[src/source/mips_pkg.sv]
package mips_pkg;

    // Major opcodes in instr[31:26]
    localparam logic [5:0] op_special = 6'b000000;
    localparam logic [5:0] op_regimm  = 6'b000001;  // bltz, bgez
    localparam logic [5:0] op_j       = 6'b000010;
    localparam logic [5:0] op_jal     = 6'b000011;
    localparam logic [5:0] op_beq     = 6'b000100;
    localparam logic [5:0] op_bne     = 6'b000101;
    localparam logic [5:0] op_blez    = 6'b000110;
    localparam logic [5:0] op_bgtz    = 6'b000111;
    localparam logic [5:0] op_addiu   = 6'b001001;
    localparam logic [5:0] op_slti    = 6'b001010;
    localparam logic [5:0] op_sltiu   = 6'b001011;
    localparam logic [5:0] op_andi    = 6'b001100;
    localparam logic [5:0] op_ori     = 6'b001101;
    localparam logic [5:0] op_xori    = 6'b001110;
    localparam logic [5:0] op_lw      = 6'b100011;
    localparam logic [5:0] op_sw      = 6'b101011;

    // Function field of op_special in instr[5:0]
    localparam logic [5:0] fn_sll  = 6'b000000;
    localparam logic [5:0] fn_srl  = 6'b000010;
    localparam logic [5:0] fn_sra  = 6'b000011;
    localparam logic [5:0] fn_jr   = 6'b001000;
    localparam logic [5:0] fn_jalr = 6'b001001;
    localparam logic [5:0] fn_addu = 6'b100001;
    localparam logic [5:0] fn_subu = 6'b100011;
    localparam logic [5:0] fn_and  = 6'b100100;
    localparam logic [5:0] fn_or   = 6'b100101;
    localparam logic [5:0] fn_xor  = 6'b100110;
    localparam logic [5:0] fn_nor  = 6'b100111;
    localparam logic [5:0] fn_slt  = 6'b101010;
    localparam logic [5:0] fn_sltu = 6'b101011;

    // ALU codes equal the low nibble of the function field
    localparam logic [3:0] alu_addu = 4'b0001;
    localparam logic [3:0] alu_subu = 4'b0011;
    localparam logic [3:0] alu_and  = 4'b0100;
    localparam logic [3:0] alu_or   = 4'b0101;
    localparam logic [3:0] alu_xor  = 4'b0110;
    localparam logic [3:0] alu_nor  = 4'b0111;
    localparam logic [3:0] alu_slt  = 4'b1010;
    localparam logic [3:0] alu_sltu = 4'b1011;

    localparam logic [1:0] wb_alu   = 2'b00;
    localparam logic [1:0] wb_mem   = 2'b01;
    localparam logic [1:0] wb_shift = 2'b10;
    localparam logic [1:0] wb_pc    = 2'b11;  // Link address

    localparam logic [1:0] pc_reg    = 2'b00;  // jr, jalr
    localparam logic [1:0] pc_branch = 2'b01;
    localparam logic [1:0] pc_jump   = 2'b10;
    localparam logic [1:0] pc_seq    = 2'b11;

    localparam logic [1:0] sh_sll = 2'b00;
    localparam logic [1:0] sh_srl = 2'b01;
    localparam logic [1:0] sh_sra = 2'b10;

endpackage
[src/source/mips_core.sv]
`timescale 1ns/10ps

module mips_core import mips_pkg::*; #(
    parameter logic [31:0] RESET_PC = 32'h0000_0000
) (
    input  logic        clk,
    input  logic        rst_n,
    input  logic [31:0] instr,
    input  logic [31:0] dmem_rdata,
    output logic [31:0] imem_addr,
    output logic [31:0] dmem_addr,
    output logic [31:0] dmem_wdata,
    output logic        dmem_we,
    output logic        dmem_re
);

    logic [4:0]  rs;
    logic [4:0]  rt;
    logic [4:0]  wr_addr;
    logic        reg_we;
    logic        use_imm;
    logic        imm_zero_ext;
    logic        mem_we;
    logic        mem_re;
    logic [1:0]  wb_sel;
    logic [1:0]  pc_sel;
    logic [1:0]  shift_type;
    logic [3:0]  alu_fn;
    logic [3:0]  branch_fn;
    logic [4:0]  sa;
    logic [15:0] imm;
    logic [25:0] iindex;
    logic [31:0] rs_val;
    logic [31:0] rt_val;
    logic [31:0] wr_data;
    logic [31:0] alu_result;
    logic [31:0] shift_result;
    logic [31:0] pc;
    logic [31:0] pc_plus4;

    instr_decoder u_decoder (
        .instr(instr), .rs(rs), .rt(rt), .wr_addr(wr_addr), .reg_we(reg_we),
        .use_imm(use_imm), .imm_zero_ext(imm_zero_ext), .mem_we(mem_we), .mem_re(mem_re),
        .wb_sel(wb_sel), .pc_sel(pc_sel), .shift_type(shift_type), .alu_fn(alu_fn),
        .branch_fn(branch_fn), .sa(sa), .imm(imm), .iindex(iindex)
    );

    reg_file u_regs (
        .clk(clk), .rst_n(rst_n), .rs(rs), .rt(rt), .wr_addr(wr_addr),
        .wr_data(wr_data), .we(reg_we), .rs_val(rs_val), .rt_val(rt_val)
    );

    exec_unit u_exec (
        .rs_val(rs_val), .rt_val(rt_val), .imm(imm), .sa(sa), .alu_fn(alu_fn),
        .use_imm(use_imm), .imm_zero_ext(imm_zero_ext), .shift_type(shift_type),
        .alu_result(alu_result), .shift_result(shift_result)
    );

    pc_unit #(.RESET_PC(RESET_PC)) u_pc (
        .clk(clk), .rst_n(rst_n), .rs_val(rs_val), .rt_val(rt_val), .imm(imm),
        .iindex(iindex), .branch_fn(branch_fn), .pc_sel(pc_sel), .pc(pc),
        .pc_plus4(pc_plus4)
    );

    always_comb begin
        case (wb_sel)
            wb_mem:   wr_data = dmem_rdata;
            wb_shift: wr_data = shift_result;
            wb_pc:    wr_data = pc_plus4;  // Link address
            default:  wr_data = alu_result;
        endcase
    end

    assign imem_addr  = pc;
    assign dmem_addr  = alu_result;
    assign dmem_wdata = rt_val;
    assign dmem_we    = mem_we && rst_n;  // No memory traffic in reset
    assign dmem_re    = mem_re && rst_n;

endmodule

[src/source/pc_unit.sv]
`timescale 1ns/10ps

module pc_unit import mips_pkg::*; #(
    parameter logic [31:0] RESET_PC = 32'h0000_0000
) (
    input  logic        clk,
    input  logic        rst_n,
    input  logic [31:0] rs_val,
    input  logic [31:0] rt_val,
    input  logic [15:0] imm,
    input  logic [25:0] iindex,
    input  logic [3:0]  branch_fn,
    input  logic [1:0]  pc_sel,
    output logic [31:0] pc,
    output logic [31:0] pc_plus4
);

    logic [31:0] branch_target;
    logic [31:0] next_pc;
    logic        taken;
    logic        rs_neg;
    logic        rs_zero;

    assign pc_plus4      = pc + 32'd4;
    assign branch_target = pc_plus4 + {{14{imm[15]}}, imm, 2'b00};

    assign rs_neg  = rs_val[31];
    assign rs_zero = (rs_val == 32'd0);

    always_comb begin
        casez (branch_fn)
            4'b100?: taken = (rs_val == rt_val);  // beq
            4'b101?: taken = (rs_val != rt_val);  // bne
            4'b110?: taken = rs_neg || rs_zero;   // blez
            4'b111?: taken = !rs_neg && !rs_zero; // bgtz
            4'b0010: taken = rs_neg;              // bltz
            4'b0011: taken = !rs_neg;             // bgez
            default: taken = 1'b0;
        endcase
    end

    always_comb begin
        case (pc_sel)
            pc_reg:    next_pc = rs_val;
            pc_branch: next_pc = taken ? branch_target : pc_plus4;
            pc_jump:   next_pc = {pc_plus4[31:28], iindex, 2'b00};
            default:   next_pc = pc_plus4;
        endcase
    end

    always_ff @(posedge clk) begin
        if (!rst_n) begin
            pc <= RESET_PC;
        end else begin
            pc <= next_pc;
        end
    end

endmodule

[src/source/exec_unit.sv]
`timescale 1ns/10ps

module exec_unit import mips_pkg::*; (
    input  logic [31:0] rs_val,
    input  logic [31:0] rt_val,
    input  logic [15:0] imm,
    input  logic [4:0]  sa,
    input  logic [3:0]  alu_fn,
    input  logic        use_imm,
    input  logic        imm_zero_ext,
    input  logic [1:0]  shift_type,
    output logic [31:0] alu_result,
    output logic [31:0] shift_result
);

    logic [31:0] imm_ext;
    logic [31:0] op_b;

    assign imm_ext = imm_zero_ext ? {16'd0, imm} : {{16{imm[15]}}, imm};
    assign op_b    = use_imm ? imm_ext : rt_val;

    always_comb begin
        case (alu_fn)
            alu_addu: alu_result = rs_val + op_b;
            alu_subu: alu_result = rs_val - op_b;
            alu_and:  alu_result = rs_val & op_b;
            alu_or:   alu_result = rs_val | op_b;
            alu_xor:  alu_result = rs_val ^ op_b;
            alu_nor:  alu_result = ~(rs_val | op_b);
            alu_slt:  alu_result = {31'd0, $signed(rs_val) < $signed(op_b)};
            alu_sltu: alu_result = {31'd0, rs_val < op_b};
            default:  alu_result = rs_val + op_b;
        endcase
    end

    // Fixed amount from the sa field only
    always_comb begin
        case (shift_type)
            sh_srl:  shift_result = rt_val >> sa;
            sh_sra:  shift_result = $unsigned($signed(rt_val) >>> sa);
            default: shift_result = rt_val << sa;
        endcase
    end

endmodule

[src/source/reg_file.sv]
`timescale 1ns/10ps

module reg_file (
    input  logic        clk,
    input  logic        rst_n,
    input  logic [4:0]  rs,
    input  logic [4:0]  rt,
    input  logic [4:0]  wr_addr,
    input  logic [31:0] wr_data,
    input  logic        we,
    output logic [31:0] rs_val,
    output logic [31:0] rt_val
);

    logic [31:0] regs [32];

    // Writes land on the edge that ends the instruction
    always_ff @(posedge clk) begin
        if (rst_n && we && wr_addr != 5'd0) begin
            regs[wr_addr] <= wr_data;
        end
    end

    assign rs_val = (rs == 5'd0) ? 32'd0 : regs[rs];
    assign rt_val = (rt == 5'd0) ? 32'd0 : regs[rt];

endmodule

[src/source/instr_decoder.sv]
`timescale 1ns/10ps

module instr_decoder import mips_pkg::*; (
    input  logic [31:0] instr,
    output logic [4:0]  rs,
    output logic [4:0]  rt,
    output logic [4:0]  wr_addr,
    output logic        reg_we,
    output logic        use_imm,
    output logic        imm_zero_ext,
    output logic        mem_we,
    output logic        mem_re,
    output logic [1:0]  wb_sel,
    output logic [1:0]  pc_sel,
    output logic [1:0]  shift_type,
    output logic [3:0]  alu_fn,
    output logic [3:0]  branch_fn,
    output logic [4:0]  sa,
    output logic [15:0] imm,
    output logic [25:0] iindex
);

    localparam logic [1:0] type_i = 2'b00;
    localparam logic [1:0] type_j = 2'b01;
    localparam logic [1:0] type_r = 2'b10;

    logic [5:0] opc;
    logic [5:0] fun;
    logic [4:0] rd;
    logic [1:0] itype;
    logic       is_link;

    function automatic logic [1:0] instr_type(input logic [5:0] op);
        case (op)
            op_special:   instr_type = type_r;
            op_j, op_jal: instr_type = type_j;
            default:      instr_type = type_i;
        endcase
    endfunction

    function automatic logic is_written(input logic [5:0] op, input logic [5:0] fn);
        case (op)
            op_addiu, op_slti, op_sltiu,
            op_andi, op_ori, op_xori,
            op_lw, op_jal: is_written = 1'b1;
            op_special:    is_written = (fn != fn_jr);
            default:       is_written = 1'b0;
        endcase
    endfunction

    function automatic logic [1:0] where_from(input logic [1:0] t, input logic [5:0] op,
                                              input logic [5:0] fn);
        case (t)
            type_r: begin
                case (fn)
                    fn_jalr:                where_from = wb_pc;
                    fn_sll, fn_srl, fn_sra: where_from = wb_shift;
                    default:                where_from = wb_alu;
                endcase
            end
            type_i: begin
                case (op)
                    op_lw:   where_from = wb_mem;
                    op_addiu, op_slti, op_sltiu,
                    op_andi, op_ori, op_xori: where_from = wb_alu;
                    default: where_from = wb_pc;  // Branches are never written
                endcase
            end
            default: where_from = wb_pc;  // jal
        endcase
    endfunction

    function automatic logic [1:0] pc_select(input logic [5:0] op, input logic [5:0] fn);
        case (op)
            op_special: pc_select = (fn == fn_jr || fn == fn_jalr) ? pc_reg : pc_seq;
            op_beq, op_bne, op_blez,
            op_bgtz, op_regimm: pc_select = pc_branch;
            op_j, op_jal:       pc_select = pc_jump;
            default:            pc_select = pc_seq;
        endcase
    endfunction

    assign opc    = instr[31:26];
    assign rs     = instr[25:21];
    assign rt     = instr[20:16];
    assign rd     = instr[15:11];
    assign sa     = instr[10:6];
    assign fun    = instr[5:0];
    assign imm    = instr[15:0];
    assign iindex = instr[25:0];

    assign itype        = instr_type(opc);
    assign reg_we       = is_written(opc, fun);
    assign wb_sel       = where_from(itype, opc, fun);
    assign pc_sel       = pc_select(opc, fun);
    assign use_imm      = (itype != type_r);
    assign imm_zero_ext = (opc == op_andi) || (opc == op_ori) || (opc == op_xori);
    assign mem_we       = (opc == op_sw);
    assign mem_re       = (opc == op_lw);
    assign branch_fn    = {instr[28:26], instr[16]};  // bit 16 splits bltz from bgez

    assign is_link = (opc == op_jal) || (opc == op_special && fun == fn_jalr);
    assign wr_addr = is_link ? 5'd31 : (itype == type_r) ? rd : rt;

    always_comb begin
        if (mem_we || mem_re)
            alu_fn = alu_addu;  // Address add
        else if (itype == type_r)
            alu_fn = fun[3:0];
        else
            alu_fn = {~instr[28] & instr[27], instr[28:26]};
    end

    always_comb begin
        case (fun)
            fn_srl:  shift_type = sh_srl;
            fn_sra:  shift_type = sh_sra;
            default: shift_type = sh_sll;
        endcase
    end

endmodule

[config.mk]
export PLATFORM = sky130hd
export DESIGN_NAME = mips_core
export DESIGN_NICKNAME = d
export VERILOG_FILES = /design/src/source/mips_pkg.sv /design/src/source/mips_core.sv /design/src/source/pc_unit.sv /design/src/source/exec_unit.sv /design/src/source/reg_file.sv /design/src/source/instr_decoder.sv
export SDC_FILE = /design/constraint.sdc
export NUM_CORES = 2
export LEC_CHECK = 0
export BUFFER_PORTS_ARGS = -buffer_cell sky130_fd_sc_hd__buf_2
export CAP_MARGIN = 20
export CORE_MARGIN = 5
export CORE_UTILIZATION = 64
export DETAILED_ROUTE_END_ITERATION = 8
export GPL_TIMING_DRIVEN = 1
export PLACE_DENSITY = 0.79
export SLEW_MARGIN = 20
export SYNTH_ARGS = -nofsm -noshare
export SYNTH_HDL_FRONTEND = slang
export SYNTH_HIERARCHICAL = 1
export SYNTH_SLANG_ARGS = --single-unit
[constraint.sdc]
create_clock -name clk -period 8.5 [get_ports clk]
set_input_delay 1.7 -clock clk [delete_from_list [all_inputs] [get_ports clk]]
set_output_delay 1.7 -clock clk [all_outputs]
set_load 0.01 [all_outputs]
==> results.py <==
metrics = {
    "run_status": {
        "status": "completed",
    },
    "logic_synthesis": {
        "synth_top_cell_area_share_pct": 48.7,
        "ys_types": 106,
        "ys_warn_count": 6,
        "synth-main-ff-cell": "edfxtp_1",
        "ys_seq_area_share_pct": 49.7,
        "syn_inst": 4540,
        "yosys_register_bits": 1056,
        "netlist_top_cells_area": "edfxtp_1 (49%), mux4_2 (18%), mux2i_1 (4.9%)",
        "syn_avg_cell_area_um2": 13.9,
        "async_flop_share_pct": 0,
        "synth_edf_count": 1024,
        "syn_area_mm2": 0.0631,
        "synth_top_area_cell": "edfxtp_1",
    },
    "worst_setup_path": {
        "max_stage_delay_ns": 0.57,
        "crit_fanout": 30,
        "r2r_start": "u_regs/regs[15][14]",
        "cp-startpoint": "instr[17]",
        "crit_type": "input port to primary output",
        "cp.required_ns": 6.80,
        "path_cells": "buf_4 -> buf_12 -> buf_4 -> mux4_2 -> a2111oi_2 -> nor3_1 -> mux2i_1 -> inv_1 -> ha_1 -> and4b_1 -> nand4_1 -> a211oi_2 -> o31ai_4 -> buf_4 -> o21ai_2 -> nor2_1 -> a211oi_2 -> nand3_1 -> buf_2",
        "end_kind": "primary output",
        "cp-endpoint": "dmem_addr[28]",
        "crit_cells": 19,
        "reg2reg_slack_ns": 2.41,
        "path_common_cell": "buf_4",
        "crit_slowest_cell": "a2111oi_2",
        "cp-start-kind": "input port",
        "r2r_cells": 19,
        "rr_endpoint": "u_regs/regs[27][27]",
        "path_buf_inv": 6,
        "cp.arrival_ns": 6.74,
        "critical-path-top-delay-family": "compound AO/OA/AOI/OAI gates",
    },
    "sta": {
        "slew_violations": 0,
        "max_freq_mhz": 119,
        "hold_slack_ns": 0.629,
        "slew-limit-headroom_pct": 11.7,
        "skew_ns": 0.0622,
        "period_needed_ns": 8.44,
        "finalCritPeriodShare_pct": 99.3,
        "setup_violations": 0,
        "finalHoldViolCount": 0,
        "tightest_slew_ns": 1.32,
    },
    "job": {
        "cap_viol_max_count": 0,
    },
    "global_route": {
        "use_met1_pct": 58.9,
        "grt_overflow": 0,
        "grt_pass1_vias": 48300,
        "grt_max_degree": 66,
        "gr-usage-met3_pct": 18.7,
        "grt_pass1_wl_mm": 359,
        "grt_use_met2_pct": 71.0,
        "busiest_layer": "met2",
        "track_usage_pct": 48.6,
        "antenna_found_initial": 21,
    },
    "floorplanning": {
        "start_util_pct": 64.3,
        "die_area_mm2": 0.105,
        "die_height_um": 324,
        "ios": 164,
        "core_area_mm2": 0.0981,
        "rows": 115,
        "die_w_um": 324,
    },
    "placement": {
        "placed_cell_area_mm2": 0.0672,
        "place.gp.congestion": 1.08,
        "place.port_buffers": 163,
        "hpwlAfterDp_mm": 169,
    },
    "route": {
        "wl_per_cell_um": 42.9,
        "drtIter0Drc": 10300,
        "drt_wl_total_mm": 265,
        "vias_per_cell": 8.24,
        "drc": 0,
        "ant_nets": 0,
        "vias": 50900,
        "first_pass_iters": 7,
    },
    "pwr": {
        "p_sw_share_pct": 30.0,
        "clkPwrFrac_pct": 34.3,
        "combPwrFrac_pct": 22.4,
        "peakVddDrop_uv": 298,
        "p_leak_nw": 25.3,
        "power_density_mw_per_mm2": 191,
        "internal-power_mw": 9.47,
        "seqPwrFrac_pct": 43.2,
        "p_total_mw": 13.5,
        "power_switching_mw": 4.06,
    },
    "clock_network": {
        "numCtsBuffers": 102,
        "clock_latency_ns": 0.70,
        "clockBufferDepth": 3,
        "cts_tree": "done",
        "cts.sinks": 1056,
        "cts_root_buffer": "clkbuf_16",
        "path_clk_slew_ns": 0.07,
        "cts.htree.levels": 3,
    },
    "cells_and_area": {
        "drive_gt1_share_pct": 28.0,
        "multi_input_area_mm2": 0.0298,
        "seq_area_mm2": 0.0314,
        "final_area_mm2": 0.0709,
        "layout.nets": 4990,
        "area_delta_synth_final_pct": 12.3,
        "filler_cell_count": 6034,
        "largest_reg_flops": 1024,
    },
    "min_path": {
        "holdCritPathClass": "register to register",
    },
}
==> logic make-up (layout without fill, tap and decap cells) <==
logic type,after synthesis,after routing,synth area share (%)
AOI/OAI and AO/OA,1009,1009,11.8
xor gates and xnor gates,123,123,1.71
adders and majority gates,136,136,2.73
buffers and inverters,556,857,4.36
DFF,1056,1056,49.7
muxes,846,846,23.4
other,1,49,0.00594
and+or+nand+nor,813,813,6.32
==> worst reg2reg max path, cell delays in order, from the launching register on <==
cell	delay, ns
edfxtp_1	0.42
mux4_2	0.53
a22o_1	0.31
a2111oi_4	0.42
nor3_2	0.19
mux2i_1	0.22
inv_1	0.06
ha_1	0.47
and4_1	0.31
nor3b_1	0.22
a211oi_1	0.09
buf_4	0.16
a2111o_1	0.42
nand3_1	0.13
a31oi_1	0.10
buf_4	0.16
a221oi_1	0.27
o22ai_1	0.15
buf_4	0.18
mux4_2	0.81
==> placed cells by master, fill, tap and decap left out, types with 133 or more instances in the layout <==
cell type	netlist	layout
edfxtp_1	1024	1024
buf_2	83	155
ha_1	133	133
o21ai_0	143	140
nand2_1	161	158
mux4_2	491	491
a21oi_1	161	159
buf_4	86	316
mux2i_1	312	309
inv_1	142	142
nor2_1	279	245
==> per-layer routing <==
metal / share of wire, % / vias up
met2: 42 / 5728
met3: 16 / 1587
li1: - / 18900
met1: 31 / 24700
met4: 11 / 16
met5: 0.069 / -
==> synthesized netlist by cell type, types with 29 or more instances <==
cell      instances
buf_1            34
nor3_1           70
nand2_1         161
a22oi_1          31
a211o_1          33
a22o_1           72
a221oi_1         44
xnor2_1          97
a21o_1           47
mux2i_1         312
inv_1           142
clkbuf_1        178
buf_2            83
nand2b_1         31
edfxtp_1       1024
o211ai_1         29
o21ai_0         143
o221ai_1         42
nand3_1          62
dfxtp_1          32
a211oi_1         78
mux4_2          491
ha_1            133
nor2_1          279
nor2b_1          37
a21oi_1         161
buf_4            86
o22ai_1          96
==> worst min path at each step <==
stage	from	end	slack [ns]	cells after the start
floorplan	u_pc/pc[0]	u_pc/pc[0]	0.58	2
global placement	u_pc/pc[0]	u_pc/pc[0]	0.59	2
detailed placement	u_pc/pc[1]	u_pc/pc[1]	0.60	2
CTS	u_pc/pc[1]	u_pc/pc[1]	0.62	2
global route	u_pc/pc[1]	u_pc/pc[1]	0.64	2
finish	u_pc/pc[1]	u_pc/pc[1]	0.63	2
==> timing repair <==
action | CTS | global route
setup endpoints to repair | 5 | 20
pin swaps | 0 | 2
setup buffers | 0 | 2
hold buffers | 0 | 0
resized for setup | 4 | 34
cloned | 0 | 1
==> stage by stage <==
| step | instances | utilization (%) | TNS (ns) | worst slack, ns |
|---|---|---|---|---|
| 2_1_floorplan | 4571 | - | 0 | 0.298 |
| 3_3_place_gp | 5966 | 68.5 | -0.198 | -0.198 |
| 3_5_place_dp | 5967 | 68.5 | -0.287 | -0.206 |
| 4_1_cts | 6155 | 71.9 | 0 | 0.00121 |
| 5_1_grt | 6161 | 72.2 | -0.0982 | -0.0360 |
| 6_report | 6176 | 72.2 | 0 | 0.0632 |
==> final cells by class <==
cell class                      count  share of cell area, %
Multi-Input combinational cell   2959                   42.0
Clock inverter                     64                  0.984
Timing Repair Buffer              521                   5.85
Sequential cell                  1056                   44.3
Inverter                          148                  0.788
Tap cell                         1287                   2.27
Clock buffer                      124                   3.72
Antenna cell                       17                 0.0600
==> power by group through the flow <==
stage | logic, mW | registers, mW | clock network, mW
after floorplan | 1.67 | 5.94 | 0
after global placement | 2.81 | 5.95 | 0
after detailed placement | 2.82 | 5.95 | 0
after CTS | 2.85 | 5.84 | 4.58
after global routing | 3.10 | 5.84 | 4.86
final | 3.03 | 5.85 | 4.64
Power figures use the tool's default switching activity.
